--- config.mk ---
export PLATFORM = sky130hd
export DESIGN_NAME = mem_resp_arbiter
export DESIGN_NICKNAME = d
export VERILOG_FILES = /design/src/mem_pkg.sv /design/src/mem_resp_arbiter.sv
export SDC_FILE = /design/constraint.sdc
export NUM_CORES = 1
export LEC_CHECK = 0
export ABC_AREA = 1
export BUFFER_PORTS_ARGS = -buffer_cell sky130_fd_sc_hd__buf_2
export CAP_MARGIN = 40
export CORE_AREA = 2 2 164 166
export DETAILED_ROUTE_END_ITERATION = 7
export DIE_AREA = 0 0 166 168
export MAX_ROUTING_LAYER = met4
export PLACE_DENSITY = 0.38
export SYNTH_ARGS = -nofsm -noshare
export SYNTH_HDL_FRONTEND = slang
export SYNTH_SLANG_ARGS = --single-unit
--- constraint.sdc ---
create_clock -name clk_i -period 2 [get_ports clk_i]
set_clock_uncertainty 0.05 [all_clocks]
set_input_delay 0.2 -clock clk_i [delete_from_list [all_inputs] [get_ports clk_i]]
set_output_delay 0.2 -clock clk_i [all_outputs]
set_load 0.05 [all_outputs]
--- src/mem_pkg.sv ---
// ############################
// shared widths, types and encodings for the memory port.
// imported by every RTL module of the subsystem.
// ############################
`default_nettype none

package mem_pkg;

  localparam int ADDR_WIDTH        = 12;
  localparam int BLOCK_WIDTH       = 64;
  localparam int BLOCK_OFFSET_BITS = 3;
  localparam int NUM_CHANNELS      = 4;
  localparam int CHAN_BITS         = 2;
  localparam int ROW_BITS          = 7;
  localparam int READ_LATENCY      = 3;
  localparam int TAG_WIDTH         = 4;

  typedef logic [ADDR_WIDTH-1:0]  mem_addr_t;
  typedef logic [BLOCK_WIDTH-1:0] mem_data_t;
  typedef logic                   mem_op_t;
  typedef logic [TAG_WIDTH-1:0]   mem_tag_t;
  typedef logic [CHAN_BITS-1:0]   chan_id_t;
  typedef logic [ROW_BITS-1:0]    row_t;

  localparam mem_op_t OP_RD = 1'b0;
  localparam mem_op_t OP_WR = 1'b1;

  // controller user interface command codes.
  typedef logic [2:0] app_cmd_t;

  localparam app_cmd_t APP_CMD_WR = 3'b000;
  localparam app_cmd_t APP_CMD_RD = 3'b001;

  typedef enum logic [1:0] {
    BR_IDLE,
    BR_READ_WAIT,
    BR_RESP_RD,
    BR_RESP_WR
  } bridge_state_e;

endpackage

`default_nettype wire

--- src/mem_resp_arbiter.sv ---
// ############################
// round-robin merge of the channel responses.
// grant stays put until the response is taken.
// ############################
`timescale 1ns/1ps
`default_nettype none

module mem_resp_arbiter
  import mem_pkg::*;
(
  input  wire                     clk_i,
  input  wire                     reset_i,
  input  wire  [NUM_CHANNELS-1:0] chan_v_i,
  input  mem_addr_t               chan_addr_i [NUM_CHANNELS],
  input  mem_op_t                 chan_op_i   [NUM_CHANNELS],
  input  mem_tag_t                chan_tag_i  [NUM_CHANNELS],
  input  mem_data_t               chan_data_i [NUM_CHANNELS],
  output logic [NUM_CHANNELS-1:0] chan_yumi_o,
  output mem_addr_t               resp_addr_o,
  output mem_op_t                 resp_op_o,
  output mem_tag_t                resp_tag_o,
  output mem_data_t               resp_data_o,
  output logic                    resp_v_o,
  input  wire                     resp_yumi_i
);

  chan_id_t last_q;
  chan_id_t hold_chan_q;
  logic     hold_q;
  chan_id_t rr_pick;
  chan_id_t rr_idx;
  logic     rr_found;
  chan_id_t sel;

  // search starts just after the last channel served.
  always_comb begin
    rr_pick  = last_q;
    rr_found = 1'b0;
    rr_idx   = last_q;
    for (int i = 1; i <= NUM_CHANNELS; i++) begin
      rr_idx = chan_id_t'(last_q + i);
      if (!rr_found && chan_v_i[rr_idx]) begin
        rr_pick  = rr_idx;
        rr_found = 1'b1;
      end
    end
  end

  assign sel = hold_q ? hold_chan_q : rr_pick;

  always_ff @(posedge clk_i) begin
    if (reset_i) begin
      last_q      <= chan_id_t'(NUM_CHANNELS - 1);
      hold_q      <= 1'b0;
      hold_chan_q <= '0;
    end else if (resp_v_o && resp_yumi_i) begin
      last_q <= sel;
      hold_q <= 1'b0;
    end else if (resp_v_o) begin
      hold_q      <= 1'b1;
      hold_chan_q <= sel;
    end
  end

  assign resp_v_o    = chan_v_i[sel];
  assign resp_addr_o = chan_addr_i[sel];
  assign resp_op_o   = chan_op_i[sel];
  assign resp_tag_o  = chan_tag_i[sel];
  assign resp_data_o = chan_data_i[sel];

  always_comb begin
    chan_yumi_o = '0;
    chan_yumi_o[sel] = resp_yumi_i;
  end

  // a shown response holds until it is consumed.
  resp_stable_a : assert property (
    @(posedge clk_i) disable iff (reset_i)
    (resp_v_o && !resp_yumi_i) |=> (resp_v_o && $stable(resp_addr_o) && $stable(resp_op_o)
      && $stable(resp_tag_o) && $stable(resp_data_o))
  );

endmodule

`default_nettype wire

### After elaboration in Yosys (flattened, before gate mapping)

Cells that the tools add are included.

* input bits: 331
* output and inout port bits: 86
* register bits after elaboration: 5

* muxes and demuxes: 32
* $add $sub $neg: 4
* bitwise gates (word level): 3
* order comparisons: 7
* reductions and logical operators: 10

Operators by type and width (count)
* $bmux 64 s2: 1
* $mux 64: 2
* $bmux 12 s2: 1
* $mux 12: 2
* $lt 2x3->1 const B: 5
* $bmux 1 s2: 6
* $mux 1: 11
* $mux 2: 5
* $bmux 4 s2: 1
* $mux 4: 2
* $logic_and 1x1->1: 5
* $add 2x1->2 const B: 2
* $add 2x2->2 const B: 2
* $and 4x4->4: 1
* $ge 3x3->1 const B: 1
* $logic_not 1->1: 3
* $not 2->3: 1
* $demux 1 s2: 1
* $ge 2x1->1 const B: 1
* $reduce_and 2->1: 1
* $reduce_or 2->1: 1
* $not 1->1: 1

### Depth between registers and ports, before layout

* depth after elaboration: 19
* mapped depth: 14

### Least setup slack after synthesis

No wires, ideal clock.

* path kind: register -> output
* start: register last_q[0]
* end: output port chan_yumi_o[2]
* required time: 1750 ps
* arrival: 1958 ps
* stages on the path, launching flop included: 9
* path slack: -208 ps
* path through: dfxtp_1 > inv_2 > nand2_1 > nand2_1 > nand2_1 > nand2_1 > nand3_4 > nand2_8 > nor3_1

* longest elaborated chain between the ends: 19

Ends and longest elaborated chain
* from (decl): RTL line mem_resp_arbiter.sv:27 `chan_id_t last_q;`
* from (signal assigned): RTL line mem_resp_arbiter.sv:53 `last_q <= chan_id_t'(NUM_CHANNELS - 1);`
* from (signal assigned): RTL line mem_resp_arbiter.sv:57 `last_q <= sel;`
* $add 2x1->2: RTL line mem_resp_arbiter.sv:41 `rr_idx = chan_id_t'(last_q + i);`
* $bmux 1 s2: RTL line mem_resp_arbiter.sv:42 `if (!rr_found && chan_v_i[rr_idx]) begin`
* $mux 1 (not written as such): RTL line mem_resp_arbiter.sv:42
* $mux 1: RTL line mem_resp_arbiter.sv:42
* $logic_not 1->1: RTL line mem_resp_arbiter.sv:42
* $logic_and 1x1->1: RTL line mem_resp_arbiter.sv:42
* $mux 1: RTL line mem_resp_arbiter.sv:42
* $logic_not 1->1: RTL line mem_resp_arbiter.sv:42
* (+3 left out)
* $logic_and 1x1->1: RTL line mem_resp_arbiter.sv:42
* $mux 2 *: RTL line mem_resp_arbiter.sv:42
* $mux 2 *: RTL line mem_resp_arbiter.sv:49 `assign sel = hold_q ? hold_chan_q : rr_pick;`
* $lt 2x3->1 (not written as such) / $ge 2x1->1 (equally long branches): RTL line mem_resp_arbiter.sv:73 `chan_yumi_o[sel] = resp_yumi_i;`
* $logic_and 1x1->1 (not written as such): RTL line mem_resp_arbiter.sv:73
* $mux 1 (not written as such): RTL line mem_resp_arbiter.sv:73
* $demux 1 s2 *: RTL line mem_resp_arbiter.sv:73
* $and 4x4->4 (no source line) *
* to (decl): RTL line mem_resp_arbiter.sv:18 `output logic [NUM_CHANNELS-1:0] chan_yumi_o,`

Every way passes the cells marked *; elsewhere a longest branch is shown, timed or not. The select of a mux whose other input is x is not followed.

### Final worst setup path

* start: register last_q[0]
* end: output port resp_data_o[17]

* longest elaborated chain between the ends: 18

Ends and longest elaborated chain
* $add 2x1->2: RTL line mem_resp_arbiter.sv:41
* $bmux 1 s2: RTL line mem_resp_arbiter.sv:42
* $mux 1 (not written as such): RTL line mem_resp_arbiter.sv:42
* $mux 1: RTL line mem_resp_arbiter.sv:42
* $logic_not 1->1: RTL line mem_resp_arbiter.sv:42
* $logic_and 1x1->1: RTL line mem_resp_arbiter.sv:42
* $mux 1: RTL line mem_resp_arbiter.sv:42
* $logic_not 1->1: RTL line mem_resp_arbiter.sv:42
* $logic_and 1x1->1: RTL line mem_resp_arbiter.sv:42
* $mux 1: RTL line mem_resp_arbiter.sv:42
* $logic_not 1->1: RTL line mem_resp_arbiter.sv:42
* $logic_and 1x1->1: RTL line mem_resp_arbiter.sv:42
* $mux 2 *: RTL line mem_resp_arbiter.sv:42
* $mux 2 *: RTL line mem_resp_arbiter.sv:49
* $not 2->3 (not written as such) *: RTL line mem_resp_arbiter.sv:69 `assign resp_data_o = chan_data_i[sel];`
* $bmux 64 s2 *: RTL line mem_resp_arbiter.sv:69
* $mux 64 (not written as such) * (2 in series): RTL line mem_resp_arbiter.sv:69
* to (decl): RTL line mem_resp_arbiter.sv:22 `output mem_data_t resp_data_o,`

Marked as above.

==> results by group <==
Finish
  – Post-Layout Inst Area: 0.00722 mm^2
  – Post-route insts no fill: about 1,300
  – Fraction of layout cells with a size suffix above 1: 68.3%
  – Final #Nets: 1,273
  – Synth-to-layout area growth: 180%
  – FILL cells: 2,892

Place
  – Placed cell count: between 1,000 and 1,500
  – PortBufs: 416
  – HPWL reported at the end of detailed placement: about 14,000 um
  – Placer Congestion: 0.833
  – Dpl cell area: 0.00551 mm^2

Die
  – Die ar.: 0.0279 mm^2
  – Number of cell rows: 60
  – Core Area: approximately 0.026 mm^2
  – Io pins: 417
  – Initial Utilization: 9.80%
  – Die H: roughly 170 um
  – Chip width: 166 um

Synthesis
  – Cell variety after synth: 23
  – Yosys top cell by area: nand2_1
  – Syn Inst Count: 458
  – Post-synthesis mux area share: 0%
  – Synth Area per Inst: 5.64 um^2
  – Mapped Area: 0.00258 mm^2
  – Mapped Nets: about 790
  – Number of enable flip-flop cells after synthesis: 0
  – Async set-or-reset flop fraction in the synthesized netlist: 0%
  – Flops & latches, synth: 5
  – Post-synthesis sequential area ratio: 3.88%
  – Largest family of logic cells by synthesized area: simple AND/OR/NAND/NOR gates
  – Simple-gate share of the synthesized area: roughly 60%
  – Most frequent cell after synthesis: nand2_1
  – Post-synth top area share: 35.9%
  – Compound-Gate Fraction of Synth Area: 24.0%
  – Most frequent cells after synthesis: nand2_1, nand3_1, a22oi_2
  – Post-Synth Adder-Cell Area: 0%
  – Post-Synth XOR/XNOR Area: 0%
  – Dominant cells by area after synthesis: nand2_1, a22oi_2, nand3_1, nand4_1, buf_6
  – Main synth FF type: dfxtp_1
  – Synth warn: 0

Global route
  – Met2 Use GR: 24.2%
  – Gr busiest metal: met2
  – Vias in the first global route: between 5,000 and 6,000
  – GRT overflow: 0
  – First-pass GRT wire length: around 28,000 um
  – Initial antenna violation count: 0
  – Met1 Use GR: 14.4%
  – Largest net degree at the start of global routing: 43
  – Routing usage on met3: 1.90%
  – Tot GR Track Use: 12.7%

Clock network
  – CTS sink count: 5
  – CTS H-tree depth: 1
  – TritonCTS clock tree: built
  – Reg clk slew, reported paths: about 0.030 ns
  – Root Driver: clkbuf_16
  – CTS Buf Count: 3
  – CTS Buffer Depth: 2
  – Post-CTS Hold Buffers: 0
  – Worst skew pair latency: about 0.23 ns

Route
  – Antenna Nets Post-Route: 0
  – Vias: 5,146
  – 1st-iter DRT viols: 119
  – DRT Pass-1 Iters: 4
  – Final WL: between 20,000 and 25,000 um
  – Routed WL per cell: 16.0 um
  – Via density: roughly 4.0
  – DRC: 0

Setup path
  – CP startpoint kind: flip-flop
  – Crit end category: output pin
  – WS Path Type: flip-flop to output pin
  – CP required: about 1.8 ns
  – Critical Path AT: 2.08 ns
  – Crit path max fanout: 8

Timing
  – RSZ-0062 raised after global routing: true
  – Worst-Margin Slew: 0.370 ns
  – Worst Setup Slack, final: -0.331 ns
  – Final setup viols: 81
  – Period minus WS final: 2.33 ns
  – Rel. slew slack: between 70 and 80%
  – Fin. Hold Viols: 0
  – Fin Hold WS: approximately 0.19 ns
  – Slew Limit Fails: 0
  – Final TNS setup: -16.92 ns
  – Final Cycle Share: 117%
  – Max Freq: about 430 MHz

Status
  – Status: finished, violations left
  – Failing checks: negative setup slack

Power and ir drop
  – Sw frac: between 50% and 60%
  – NetSw: roughly 9.0 mW
  – Worst vdd ir: 1.26 mV
  – Combinational Power Share: between 90% and 100%
  – Clk network pwr share: 2.1%
  – Flop pwr share: 1.1%
  – P_leak: about 3.7 nW
  – Pwr Density: 2170 mW/mm^2
  – P_int: roughly 6.7 mW

Job
  – Max-cap violations: 0

Hold path
  – HP Class: input pin to flip-flop
final timing paths:
| path | start | end | slack [ns] | cells after the start |
|---|---|---|---|---|
| max | last_q[0] | resp_data_o[17] | -0.33 | 12 |
| min | reset_i | last_q[0] | 0.19 | 3 |
| max reg2reg | last_q[0] | last_q[1] | 0.17 | 16 |
| min reg2reg | last_q[1] | last_q[1] | 0.42 | 2 |
per-layer routing:
layer / share of wire, % / wire length [um]
met4: 1.3 / 275
met3: 6.0 / 1230
met1: 40 / 8250
met2: 53 / 10800
met5: 0 / 0
sequential cells by signal, summed over array words and instances (netlist names):
signal and count:
hold_chan_q 2, last_q 2, hold_q 1
layout make-up:
type | instances | area, um^2 | area share [%]
multi-input cells | 411 | 2560 | 35.4
diodes | 2 | 5.00 | 0.0693
well taps | 341 | 427 | 5.91
flip-flops and latches | 5 | 105 | 1.46
clock buffers | 4 | 78.8 | 1.09
inverters | 10 | 57.6 | 0.797
repair buffers | 511 | 3990 | 55.2
critical path, stage by stage, from the launching register on:
cell	delay, ns
dfxtp_4	0.36
inv_2	0.04
nand2_1	0.05
nand2_1	0.07
o211ai_2	0.19
nand2_4	0.14
nand2_8	0.11
inv_8	0.04
buf_12	0.14
buf_12	0.14
a22oi_2	0.27
nand3_2	0.12
buf_6	0.17
power groups by stage:
stage	Clock (mW)	Sequential (mW)	Combinational (mW)
floorplan	0	0.160	7.60
global placement	0	0.167	11.1
detailed placement	0	0.168	11.0
CTS	0.335	0.169	13.6
global route	0.339	0.180	16.0
finish	0.333	0.173	15.2
cells in the final DEF, fill, tap and decap left out, types with 5 or more instances in the layout:
master     instances
a22oi_2           51
buf_12            21
buf_16             6
buf_2            330
buf_4             44
buf_6             86
buf_8             13
clkbuf_16         13
nand2_1          216
nand2_2           19
nand2_4           16
nand3_1           36
nand3_2           23
nand4_1           30
nor2_1             5
repair_timing:
item,in CTS,in global routing
pin swaps,6,28
resized for setup,195,103
setup endpoints to repair,83,86
gates cloned,5,10
setup buffers,11,13
logic make-up (layout without fill, tap and decap cells):
group / Yosys count / after routing
AO/OA/AOI/OAI: 55 / 55
other: 0 / 2
AND/OR/NAND/NOR: 356 / 356
buffers and inverters: 42 / 525
flip-flops: 5 / 5
stage by stage:
stage	setup slack [ns]	utilization [%]	power, mW
floorplan	0.0469	-	7.76
finish	-0.331	27.4	15.7
detailed placement	-0.120	20.9	11.1
global route	-0.395	27.4	16.5
CTS	-0.274	24.6	14.1
global placement	-0.118	20.9	11.2
Power figures use the tool's default switching activity.
