==> src/mem_pkg.sv <==
// ############################
// shared widths, types and encodings for the memory port.
// imported by every RTL module of the subsystem.
// ############################
`default_nettype none

package mem_pkg;

  localparam int ADDR_WIDTH        = 12;
  localparam int BLOCK_WIDTH       = 64;
  localparam int BLOCK_OFFSET_BITS = 3;
  localparam int NUM_CHANNELS      = 4;
  localparam int CHAN_BITS         = 2;
  localparam int ROW_BITS          = 7;
  localparam int READ_LATENCY      = 3;
  localparam int TAG_WIDTH         = 4;

  typedef logic [ADDR_WIDTH-1:0]  mem_addr_t;
  typedef logic [BLOCK_WIDTH-1:0] mem_data_t;
  typedef logic                   mem_op_t;
  typedef logic [TAG_WIDTH-1:0]   mem_tag_t;
  typedef logic [CHAN_BITS-1:0]   chan_id_t;
  typedef logic [ROW_BITS-1:0]    row_t;

  localparam mem_op_t OP_RD = 1'b0;
  localparam mem_op_t OP_WR = 1'b1;

  // controller user interface command codes.
  typedef logic [2:0] app_cmd_t;

  localparam app_cmd_t APP_CMD_WR = 3'b000;
  localparam app_cmd_t APP_CMD_RD = 3'b001;

  typedef enum logic [1:0] {
    BR_IDLE,
    BR_READ_WAIT,
    BR_RESP_RD,
    BR_RESP_WR
  } bridge_state_e;

endpackage

`default_nettype wire

==> src/xui_bridge.sv <==
// ############################
// converts one channel's commands to the controller user
// interface and holds the response until it is taken.
// ############################
`timescale 1ns/1ps
`default_nettype none

module xui_bridge
  import mem_pkg::*;
(
  input  wire       clk_i,
  input  wire       reset_i,

  input  mem_addr_t cmd_addr_i,
  input  mem_op_t   cmd_op_i,
  input  mem_tag_t  cmd_tag_i,
  input  mem_data_t cmd_data_i,
  input  wire       cmd_v_i,
  output logic      cmd_ready_o,

  output row_t      app_addr_o,
  output app_cmd_t  app_cmd_o,
  output logic      app_en_o,
  input  wire       app_rdy_i,
  output logic      app_wdf_wren_o,
  output mem_data_t app_wdf_data_o,
  output logic      app_wdf_end_o,
  input  wire       app_wdf_rdy_i,
  input  wire       app_rd_data_valid_i,
  input  mem_data_t app_rd_data_i,

  output mem_addr_t resp_addr_o,
  output mem_op_t   resp_op_o,
  output mem_tag_t  resp_tag_o,
  output mem_data_t resp_data_o,
  output logic      resp_v_o,
  input  wire       resp_yumi_i
);

  bridge_state_e state_q;
  logic          accept;
  mem_addr_t     hdr_addr_q;
  mem_op_t       hdr_op_q;
  mem_tag_t      hdr_tag_q;
  mem_data_t     rd_data_q;

  assign cmd_ready_o = (state_q == BR_IDLE) & app_rdy_i & app_wdf_rdy_i;
  assign accept      = cmd_v_i & cmd_ready_o;

  // request goes out in the same cycle it is accepted.
  assign app_en_o       = accept;
  assign app_addr_o     = cmd_addr_i[BLOCK_OFFSET_BITS+CHAN_BITS +: ROW_BITS];
  assign app_cmd_o      = (cmd_op_i == OP_RD) ? APP_CMD_RD : APP_CMD_WR;
  assign app_wdf_wren_o = accept & (cmd_op_i == OP_WR);
  assign app_wdf_data_o = cmd_data_i;
  assign app_wdf_end_o  = app_wdf_wren_o;

  always_ff @(posedge clk_i) begin
    if (reset_i) begin
      state_q <= BR_IDLE;
    end else begin
      case (state_q)
        BR_IDLE:
          if (accept) begin
            state_q <= (cmd_op_i == OP_RD) ? BR_READ_WAIT : BR_RESP_WR;
          end
        BR_READ_WAIT:
          if (app_rd_data_valid_i) begin
            state_q <= BR_RESP_RD;
          end
        default:
          if (resp_yumi_i) begin
            state_q <= BR_IDLE;
          end
      endcase
    end
  end

  // header kept for the response.
  always_ff @(posedge clk_i) begin
    if (accept) begin
      hdr_addr_q <= cmd_addr_i;
      hdr_op_q   <= cmd_op_i;
      hdr_tag_q  <= cmd_tag_i;
    end
    if (app_rd_data_valid_i) begin
      rd_data_q <= app_rd_data_i;
    end
  end

  assign resp_v_o    = (state_q == BR_RESP_RD) | (state_q == BR_RESP_WR);
  assign resp_addr_o = hdr_addr_q;
  assign resp_op_o   = hdr_op_q;
  assign resp_tag_o  = hdr_tag_q;
  assign resp_data_o = (state_q == BR_RESP_RD) ? rd_data_q : '0;

  // ram only returns data for a read this bridge issued.
  rd_valid_in_wait_a : assert property (
    @(posedge clk_i) disable iff (reset_i)
    app_rd_data_valid_i |-> (state_q == BR_READ_WAIT)
  );

  // the arbiter only consumes a response that is shown.
  yumi_when_valid_a : assert property (
    @(posedge clk_i) disable iff (reset_i)
    resp_yumi_i |-> resp_v_o
  );

endmodule

`default_nettype wire
==> config.mk <==
export PLATFORM = sky130hd
export DESIGN_NAME = xui_bridge
export DESIGN_NICKNAME = d
export VERILOG_FILES = /design/src/mem_pkg.sv /design/src/xui_bridge.sv
export SDC_FILE = /design/constraint.sdc
export NUM_CORES = 1
export LEC_CHECK = 0
export BUFFER_PORTS_ARGS = -buffer_cell sky130_fd_sc_hd__buf_2
export CORE_AREA = 2 2 121 123
export DETAILED_ROUTE_END_ITERATION = 6
export DIE_AREA = 0 0 123 125
export GPL_ROUTABILITY_DRIVEN = 0
export GPL_TIMING_DRIVEN = 0
export SLEW_MARGIN = 15
export SYNTH_ARGS = -nofsm -noshare
export SYNTH_HDL_FRONTEND = slang
export SYNTH_SLANG_ARGS = --single-unit
export TNS_END_PERCENT = 20
==> constraint.sdc <==
create_clock -name clk_i -period 1.6 [get_ports clk_i]
set_clock_uncertainty 0.1 [all_clocks]
set_input_delay 0 -clock clk_i [delete_from_list [all_inputs] [get_ports clk_i]]
set_output_delay 0 -clock clk_i [all_outputs]
set_load 0.02 [all_outputs]
# --- Word-level counts from Yosys, hierarchy flattened ---
# Index checks and enable logic that the tools add are counted.
op_classes:
  mux: 7
  reduce_logical: 3
  n_eq_ne: 5
  n_bitwise: 5
op_table:
  columns: ["op", "n"]
  rows:
  - ["2-to-1 mux 64 bit", 1]
  - ["2-to-1 mux 2 bit", 4]
  - ["bitwise AND 1 bit", 4]
  - ["== test 2 bit, second input constant", 2]
  - ["inequality test 2 bit, second input constant", 2]
  - ["case mux 2 bit (2 select lines)", 1]
  - ["AND reduction 3 bit", 1]
  - ["nonzero test 3 bit", 1]
  - ["== test 2 x 1 -> 1 bit, second input constant", 1]
  - ["logical NOT 2 bit", 1]
  - ["2-to-1 mux 1 bit", 1]
  - ["OR 1 bit", 1]
totals:
  wordCells: 25
  input_bits: 152
  regBits: 83

# --- Depth between registers and ports, before layout ---
# Gate-level depths: netlist (run 1).
logic_depth:
  word_depth: 6
  depth_mapped: 4
  ltp_nobuf: 3

# --- Worst setup path after synthesis (run 1) ---
# Ideal clock, no wire load.
synth_timing:
  path_type: "register -> register"
  start: "reg state_q[1]"
  end: "reg hdr_addr_q[0] (netlist: resp_addr_o[0]) (enable)"
  setup_ps: 354
  synth_period_minus_slack_ps: 1744
  path_stages_with_launch: 3
  arrival_ps: 1290
  path_slack_ps: -144
  path_cell_list: "dfxtp_1 nor4bb_4 and2_2"
synth_via:
  elab_chain_len: 4
synth_lines:
  columns: ["element", "line", "rtl"]
  rows:
  - ["from (decl)", "xui_bridge.sv:40", "bridge_state_e state_q;"]
  - ["from (signal assigned)", "xui_bridge.sv:65", "state_q <= (cmd_op_i == OP_RD) ? BR_READ_WAIT : BR_RESP_WR;"]
  - ["logical NOT 2 bit", "xui_bridge.sv:47", "assign cmd_ready_o = (state_q == BR_IDLE) & app_rdy_i & app_wdf_rdy_i;"]
  - ["bitwise AND 1 bit (2 in a row)", "xui_bridge.sv:47", null]
  - ["via cmd_ready_o", "xui_bridge.sv:19", "output logic cmd_ready_o,"]
  - ["bitwise AND 1 bit", "xui_bridge.sv:48", "assign accept = cmd_v_i & cmd_ready_o;"]
  - ["via app_en_o", "xui_bridge.sv:23", "output logic app_en_o,"]
  - ["to (signal assigned)", "xui_bridge.sv:82", "hdr_addr_q <= cmd_addr_i;"]
  - ["to (decl)", "xui_bridge.sv:42", "mem_addr_t hdr_addr_q;"]
# The timed path passes the listed nets, and every way through them passes these cells.
# A chain may end at the register's enable or synchronous reset.

# --- Final worst setup path (run 1) ---
layout_timing:
  start: "reg state_q[1]"
  end: "out app_en_o"
layout_via:
  elab_chain_len: 4
layout_lines:
  columns: ["element", "line"]
  rows:
  - ["logical NOT 2 bit", "xui_bridge.sv:47"]
  - ["bitwise AND 1 bit (2 in a row)", "xui_bridge.sv:47"]
  - ["bitwise AND 1 bit", "xui_bridge.sv:48"]
  - ["to (decl)", "xui_bridge.sv:23"]
# Every way passes these cells.

==> impl_metrics.csv, run 1 <==
group,metric,value,unit
power_and_ir_drop,ir_worst_vdd,0.000634,V
place,post-place-ws,0.122,ns
floorplan,fp.dieH,125,um
logic_synthesis,synth_area,3610,sq um
logic_synthesis,muxShareOfSynthArea,0,%
status,violations,"negative setup slack",
grt,grt_max_degree,66,
power_and_ir_drop,p_leak,3.15,nW
clock_network,clk_pin_slew_worst_paths,0.06,ns
floorplan,dieWidth,123,um
sta,final.setup.worst_slack,-0.0174,ns
grt,grt_antenna_before_repair,0,
detailed_routing,antenna_left,0,
floorplan,core,14200,sq um
sta,tightest_slew,0.869,ns
logic_synthesis,synth.distinct_cells,18,
logic_synthesis,synth-xor-area-share,0,%
sta,holdWs,0.0126,ns
detailed_routing,wirelength,12300,um
sta,finalSetupViolCount,13,
grt,grt_pass1_vias,3266,
logic_synthesis,synth_fa_ha_area_share,0,%
logic_synthesis,syn_avg_cell_area,15.0,sq um
place,dp_hpwl,8330,um
cells_and_area,syn_to_final_growth,87.7,%
logic_synthesis,synth-compound-area-share,0.901,%
cells_and_area,final_cell_mix,"buf_2 (186), buf_4 (95), dlygate4sd3_1 (84)",
cells_and_area,n_fill_cell,1263,
sta,rsz0062_at_grt,"true",
critical_path,crit_start,"state_q[1]",
detailed_routing,drcViolationCount,0,
min_path,hp-start,"app_wdf_rdy_i",
grt,grtUsageTotal,14.7,%
critical_path,end_kind,"output pin",
logic_synthesis,yosysSeqAreaShare,68.4,%
min_path,min_path_type,"in -> reg",
clock_network,cts_buffers,9,
sta,hold_viol,0,
critical_path,cp-start-kind,"flop",
detailed_routing,dr.pass1.iters,4,
sta,slew_headroom,42.1,%
grt,overflow,0,
critical_path,rr_startpoint,"state_q[1]",
logic_synthesis,ys_warn_count,0,
grt,grt_pass1_wl,16600,um
clock_network,clock-sinks,83,
clock_network,cts_tree,"built",
cells_and_area,drive_above_1_share,65.2,%
critical_path,crit_path_max_fanout,4,
clock_network,h-tree-depth,3,
floorplan,die_area,15400,sq um
logic_synthesis,yosys.area_share.simple,12.9,%
job,maxCapViolCount,0,
floorplan,row_count,44,
cells_and_area,num_antenna_cells,0,
power_and_ir_drop,p_per_area,842,nW/um^2
detailed_routing,vias,3119,
sta,slew_viol_final,0,
sta,maxClockFrequency,618,MHz
place,post_dp_cell_area,5080,sq um
sta,period_minus_slack,1.62,ns
clock_network,root_buffer,"clkbuf_16",
floorplan,ios,312,
cells_and_area,nNetsFinal,745,
critical_path,critPathArrivalTime,1.52,ns
logic_synthesis,ys_ff_latch,83,
cells_and_area,layout_commonest_cell,"buf_2",
status,status,"complete, but fails checks",
place,io_buffers,245,
sta,finalCritPeriodShare,101,%
logic_synthesis,netlist_instances,241,
detailed_routing,vias_per_cell,3.99,
clock_network,insertion_delay,0.34,ns
detailed_routing,wl_per_cell,15.7,um
critical_path,path_class,"reg -> out",
cells_and_area,stdcell_area,6780,sq um
cells_and_area,final_util,47.7,%
critical_path,required,1.50,ns
detailed_routing,drtIter0Drc,64,
floorplan,start_util,25.4,%
logic_synthesis,synth_top_family_by_area,"buffers and inverters",
clock_network,clock_tree.buffer_depth,2,
[registers in the layout, indices dropped and copies added (netlist names)]
signal and flops:
rd_data_q 64, resp_addr_o 12, resp_op_o 1, resp_tag_o 4, state_q 2
[path summary, 6_finish.rpt]
path,slack [ns],to,depth (start not counted)
worst max register to register,-0.02,resp_addr_o[2],4
worst min-delay path,0.01,state_q[0],3
worst max-delay path,-0.02,app_en_o,4
worst min register to register,0.50,state_q[0],2
[metal layers]
layer / track usage [%] / wire (um) / up-vias
met1: 13.6 / 3900 / 1476
met4: 6.22 / 208 / 0
met2: 29.0 / 7120 / 185
met3: 4.11 / 1080 / 14
li1: - / - / 1444
met5: 0 / 0 / -
[power breakdown]
| group | total [mW] | switching, mW | internal, mW |
|---|---|---|---|
| Combinational | 1.01 | 0.456 | 0.557 |
| Clock | 2.10 | 0.876 | 1.22 |
| Sequential | 2.60 | 0.0446 | 2.55 |
[layout make-up]
cell class              instances  area, sq um  area share, %
clock buffers                   9          225           3.32
clock inverters                 7         76.3           1.13
plain buffers                  81          646           9.52
well taps                     184          230           3.40
multi-input cells              75          584           8.62
inverters                       3         13.8          0.203
flip-flops and latches         83         2480           36.5
repair buffers                340         2530           37.3
[worst max-delay path, stage by stage (launching register included)]
cell	delay, ns
dfxtp_4	0.37
nor4bb_4	0.32
buf_4	0.16
and2_4	0.16
buf_2	0.17
[metrics by stage]
stage / instances / TNS [ns] / power [mW]
2_1_floorplan: 242 / 0 / 3.05
3_3_place_gp: 671 / -0.449 / 3.36
3_5_place_dp: 671 / 0 / 3.38
4_1_cts: 775 / -0.0513 / 5.68
5_1_grt: 782 / -1.94 / 5.93
6_report: 782 / -0.187 / 5.71
[cells in the mapped netlist]
| cell type | n | area, sq um |
|---|---|---|
| nor2_4 | 1 | 11.3 |
| a41oi_1 | 1 | 8.76 |
| dfxtp_1 | 2 | 40.0 |
| and3_4 | 1 | 11.3 |
| and2_2 | 1 | 7.51 |
| inv_1 | 2 | 7.51 |
| buf_6 | 6 | 67.6 |
| and3_1 | 1 | 6.26 |
| inv_2 | 1 | 3.75 |
| o31a_1 | 1 | 8.76 |
| buf_4 | 74 | 556 |
| clkbuf_1 | 1 | 3.75 |
| nor2_1 | 1 | 3.75 |
| edfxtp_1 | 81 | 2430 |
| and2_1 | 64 | 400 |
| conb_1 | 1 | 3.75 |
| a2111oi_2 | 1 | 15.0 |
| nor4bb_4 | 1 | 25.0 |
[logic make-up (layout without fill, tap and decap cells)]
family / after synthesis / after routing
other cells: 1 / 2
compound gates: 3 / 3
buf+inv: 84 / 440
simple gates: 70 / 70
flops: 83 / 83
[repair_timing]
| action | 4_1_cts | 5_1_grt |
|---|---|---|
| gates cloned | 0 | 3 |
| setup endpoints to repair | 66 | 52 |
| resized for setup | 4 | 140 |
| setup buffers | 4 | 4 |
| endpoints found under the hold margin | 83 | 0 |
| hold buffers | 84 | 0 |
| pin swaps | 2 | 27 |
(Power assumes the default switching activity.)
==> inputs of run 2 (changes only) <==
--- a/config.mk
+++ b/config.mk
@@ -8,7 +8,11 @@
 export BUFFER_PORTS_ARGS = -buffer_cell sky130_fd_sc_hd__buf_2
-export CORE_AREA = 2 2 121 123
+export CELL_PAD_IN_SITES_DETAIL_PLACEMENT = 2
+export CELL_PAD_IN_SITES_GLOBAL_PLACEMENT = 2
+export CORE_MARGIN = 2
+export CORE_UTILIZATION = 21
 export DETAILED_ROUTE_END_ITERATION = 6
-export DIE_AREA = 0 0 123 125
 export GPL_ROUTABILITY_DRIVEN = 0
 export GPL_TIMING_DRIVEN = 0
+export PLACE_DENSITY_LB_ADDON = 0.1
+export SETUP_SLACK_MARGIN = 0.3
 export SLEW_MARGIN = 15
==> constraint.sdc (replaced) <==
create_clock -name clk_i -period 1.6 [get_ports clk_i]
set_clock_uncertainty 0.1 [all_clocks]
set_input_delay 0.32 -clock clk_i [delete_from_list [all_inputs] [get_ports clk_i]]
set_output_delay 0.32 -clock clk_i [all_outputs]
set_load 0.02 [all_outputs]
==> impl_metrics.csv, run 2 (synthesized netlist as in run 1, its figures left out) <==
group,metric,value,unit
grt,grt_max_degree,39,
critical_path,required,1.18,ns
min_path,min_path_type,"in -> reg",
cells_and_area,n_fill_cell,1782,
cells_and_area,layout_commonest_cell,"buf_2",
sta,slew_viol_final,0,
critical_path,path_class,"reg -> out",
floorplan,core,16700,sq um
detailed_routing,dr.pass1.iters,3,
grt,grt_pass1_vias,2872,
clock_network,clock_tree.buffer_depth,2,
detailed_routing,drcViolationCount,0,
cells_and_area,largest-register,"rd_data_q",
cells_and_area,final_util,37.7,%
cells_and_area,stdcell_area,6290,sq um
job,maxCapViolCount,0,
floorplan,fp.dieH,135,um
clock_network,clock-sinks,83,
power_and_ir_drop,p_per_area,895,nW/um^2
power_and_ir_drop,ir_worst_vdd,0.000399,V
status,status,"complete, but fails checks",
clock_network,insertion_delay,0.34,ns
critical_path,critPathArrivalTime,1.45,ns
clock_network,clk_pin_slew_worst_paths,0.06,ns
status,violations,"negative setup slack",
place,io_buffers,245,
detailed_routing,vias_per_cell,3.77,
critical_path,cp_slowest_cell,"dfxtp_4",
floorplan,row_count,47,
cells_and_area,final_cell_mix,"buf_2 (159), buf_6 (87), edfxtp_1 (81)",
sta,final.setup.worst_slack,-0.265,ns
critical_path,cp-start-kind,"flop",
floorplan,die_area,18300,sq um
clock_network,h-tree-depth,3,
floorplan,ios,312,
detailed_routing,wirelength,11200,um
place,post_dp_cell_area,5150,sq um
cells_and_area,largest_reg_flops,64,
grt,grtUsageTotal,11.8,%
cells_and_area,syn_to_final_growth,74.1,%
cells_and_area,drive_above_1_share,78.9,%
sta,finalSetupViolCount,68,
floorplan,start_util,21.6,%
critical_path,cp_num_buf_inv,2,
clock_network,root_buffer,"clkbuf_16",
detailed_routing,drtIter0Drc,79,
critical_path,end_kind,"output pin",
critical_path,crit_chain,"nor4bb_4 > buf_4 > and2_4 > buf_6",
place,dp_hpwl,8630,um
critical_path,cpPeakStageDelay,0.36,ns
sta,rsz0062_at_grt,"true",
sta,period_minus_slack,1.87,ns
critical_path,cpLargestDelayFamily,"simple AND/OR/NAND/NOR gates",
power_and_ir_drop,p_leak,2.90,nW
detailed_routing,antenna_left,0,
clock_network,cts_tree,"built",
sta,finalCritPeriodShare,117,%
floorplan,dieWidth,135,um
cells_and_area,multi_input_area,629,sq um
cells_and_area,seq_area,2480,sq um
critical_path,crit_path_max_fanout,3,
detailed_routing,wl_per_cell,15.2,um
sta,maxClockFrequency,536,MHz
detailed_routing,vias,2769,
grt,grt_antenna_before_repair,2,
grt,grt_pass1_wl,15900,um
grt,overflow,0,
clock_network,cts_buffers,9,
cells_and_area,nNetsFinal,661,
sta,hold_viol,0,
-- run 2: layout make-up --
| class | count | area share, % |
|---|---|---|
| diodes | 1 | 0.0398 |
| plain buffers | 81 | 10.4 |
| clock buffers | 12 | 3.76 |
| clock inverters | 3 | 1.01 |
| inverters | 3 | 0.219 |
| multi-input cells | 75 | 10.0 |
| flip-flops and latches | 83 | 39.4 |
| well taps | 220 | 4.38 |
| repair buffers | 256 | 30.8 |
-- run 2: final timing paths --
path	slack, ns	endpoint	cells past startpoint	from
worst max register to register	0.06	resp_addr_o[5]	4	state_q[1]
worst min-delay path	0.05	rd_data_q[55]	1	app_rd_data_i[55]
worst min register to register	0.50	state_q[0]	2	state_q[1]
worst max-delay path	-0.27	app_en_o	4	state_q[1]
-- run 2: stage by stage --
step / total power [mW] / setup TNS, ns / instances / hold WS, ns / setup slack, ns
floorplan: 3.05 / -0.0680 / 242 / 0.292 / -0.0680
global placement: 3.35 / -32.65 / 707 / 0.396 / -0.524
detailed placement: 3.38 / -7.66 / 708 / 0.398 / -0.156
CTS: 5.68 / -17.70 / 729 / 0.0343 / -0.275
global route: 5.89 / -19.45 / 733 / 0.0341 / -0.328
finish: 5.63 / -15.19 / 734 / 0.0537 / -0.265
-- run 2: per-layer routing --
metal	up-vias	wire [um]	global-route usage [%]
li1	1274	-	-
met1	1305	3670	11.9
met2	172	6010	21.2
met3	16	1250	4.90
met4	2	235	5.67
met5	-	13	0
-- run 2: timing repair --
item                                    in CTS  in global routing
setup buffers                                6                  1
pin swaps                                    5                 41
hold endpoints to repair                     0                  0
hold buffers                                 0                  0
resized for setup                          153                 79
gates cloned                                 0                  3
endpoints found under the setup margin      96                104
-- run 2: report_power, final --
group          switching (mW)  total, mW  internal [mW]
registers              0.0425       2.59           2.55
logic                   0.423      0.891          0.468
clock network           0.792       2.15           1.35
==> inputs of run 3 (changes only) <==
Clock period 1.6 ns to 2.1 ns, I/O delays scaled along.
==> impl_metrics.csv, run 3 (synthesized netlist as in run 1, its figures left out) <==
group,metric,value,unit
status,status,"finished, final reports clean",
power_and_ir_drop,p_per_area,734,nW/um^2
cells_and_area,n_fill_cell,1862,
grt,grt_antenna_before_repair,2,
sta,hold_viol,0,
detailed_routing,vias_per_cell,3.73,
detailed_routing,dr.pass1.iters,3,
detailed_routing,wl_per_cell,14.8,um
floorplan,die_area,18300,sq um
detailed_routing,vias,2728,
critical_path,crit_path_max_fanout,3,
sta,maxClockFrequency,508,MHz
critical_path,crit_chain,"nor4bb_4 > and3_4 > buf_6 > buf_6",
critical_path,crit_path_frequent_cell,"buf_6",
critical_path,required,1.58,ns
cells_and_area,drive_above_1_share,69.2,%
critical_path,end_kind,"output pin",
sta,rsz0062_at_grt,"true",
critical_path,rr_worst_depth,3,
floorplan,dieWidth,135,um
grt,grt_pass1_wl,15600,um
detailed_routing,drcViolationCount,0,
clock_network,insertion_delay,0.33,ns
grt,overflow,0,
clock_network,clock_tree.buffer_depth,2,
cells_and_area,largest_reg_flops,64,
critical_path,cpPeakStageDelay,0.36,ns
cells_and_area,nNetsFinal,657,
place,post_dp_cell_area,5140,sq um
floorplan,ios,312,
grt,grtUsageTotal,11.4,%
sta,period_minus_slack,1.97,ns
power_and_ir_drop,ir_worst_vdd,0.000317,V
power_and_ir_drop,p_leak,2.69,nW
cells_and_area,largest-register,"rd_data_q",
place,dp_hpwl,8730,um
detailed_routing,antenna_left,0,
min_path,holdPathEnd,"resp_addr_o[3]",
critical_path,critPathArrivalTime,1.45,ns
grt,grt_pass1_vias,2883,
floorplan,row_count,47,
critical_path,reg2reg_to,"resp_addr_o[7]",
place,io_buffers,245,
detailed_routing,drtIter0Drc,68,
cells_and_area,stdcell_area,5560,sq um
power_and_ir_drop,total_power,4.08,mW
sta,finalSetupTns,0,ns
floorplan,core,16700,sq um
cells_and_area,final_util,33.3,%
sta,finalCritPeriodShare,93.8,%
min_path,hold_path_depth,1,
cells_and_area,seq_area,2480,sq um
critical_path,cp-start-kind,"flop",
clock_network,root_buffer,"clkbuf_16",
critical_path,rr_startpoint,"state_q[1]",
critical_path,cp_slowest_cell,"dfxtp_4",
floorplan,start_util,21.6,%
cells_and_area,layout_commonest_cell,"buf_2",
clock_network,h-tree-depth,3,
floorplan,fp.dieH,135,um
critical_path,path_class,"reg -> out",
min_path,min_path_type,"in -> reg",
critical_path,rrSetupSlack,0.55,ns
clock_network,clock-sinks,83,
clock_network,cts_buffers,9,
job,maxCapViolCount,0,
cells_and_area,syn_to_final_growth,54.0,%
clock_network,clk_pin_slew_worst_paths,0.06,ns
grt,grt_max_degree,40,
detailed_routing,wirelength,10800,um
clock_network,cts_tree,"built",
cells_and_area,multi_input_area,507,sq um
cells_and_area,final_cell_mix,"buf_2 (219), buf_4 (103), edfxtp_1 (81)",
sta,finalSetupViolCount,0,
sta,slew_viol_final,0,
min_path,hp-start,"cmd_addr_i[3]",
[run 3: cell count changes in the layout (fill, tap and decap cells not counted), moves of 2 or more]
cell,change
buf_6,-79
buf_2,+60
and2_1,+49
and2_4,-49
buf_4,+25
buf_8,-6
clkbuf_16,-3
clkinv_2,+2
[run 3: worst max-delay path: cells and delay by family, from the launching register on]
family / cells / cell delay, ns
and+or+nand+nor: 2 / 0.57
buffers and inverters: 2 / 0.19
DFF: 1 / 0.36
[run 3: how the worst max path moves through the flow]
stage / startpoint / to / slack (ns) / cells past startpoint
after floorplan: app_rdy_i / app_wdf_wren_o / 0.26 / 3
after global placement: app_rd_data_valid_i / state_q[1] / -0.15 / 3
after detailed placement: state_q[1] / resp_data_o[19] / 0.16 / 5
after CTS: state_q[0] / app_wdf_wren_o / 0.09 / 4
after global routing: state_q[1] / app_wdf_wren_o / 0.04 / 4
final: state_q[1] / app_wdf_wren_o / 0.13 / 4
[run 3: timing repair]
action                                  CTS  global route
endpoints found under the hold margin     0             0
endpoints found under the setup margin   68            68
gates cloned                              0             0
pin swaps                                 4             2
hold buffers                              0             0
gates resized for setup                  20            11
buffers inserted                          6             0
[run 3: per-layer routing]
| metal | vias up | part of all wire, % | global-route usage, % |
|---|---|---|---|
| li1 | 1267 | - | - |
| met1 | 1278 | 35 | 12.0 |
| met2 | 172 | 51 | 20.0 |
| met3 | 9 | 12 | 4.98 |
| met4 | 2 | 1.2 | 4.51 |
| met5 | - | 0.065 | 0 |
[run 3: report_power, final]
part | internal, mW | leakage, nW | switching (mW) | total (mW)
Combinational | 0.275 | 1.75 | 0.306 | 0.581
Sequential | 1.94 | 0.800 | 0.0233 | 1.97
Clock | 0.911 | 0.141 | 0.626 | 1.54
[run 3: layout make-up]
type | count | area share (%)
flip-flops and latches | 83 | 44.6
repair buffers | 252 | 24.7
plain buffers | 81 | 11.3
multi-input cells | 75 | 9.11
well taps | 220 | 4.95
clock buffers | 10 | 4.12
clock inverters | 6 | 1.01
inverters | 3 | 0.202
diodes | 1 | 0.0450
[run 3: through the flow]
| step | hold WS, ns | instances | setup WS (ns) |
|---|---|---|---|
| 2_1_floorplan | 0.400 | 242 | 0.260 |
| 4_1_cts | 0.134 | 730 | 0.0865 |
| 3_3_place_gp | 0.490 | 707 | -0.149 |
| 3_5_place_dp | 0.499 | 708 | 0.156 |
| 5_1_grt | 0.137 | 731 | 0.0355 |
| 6_report | 0.157 | 731 | 0.131 |
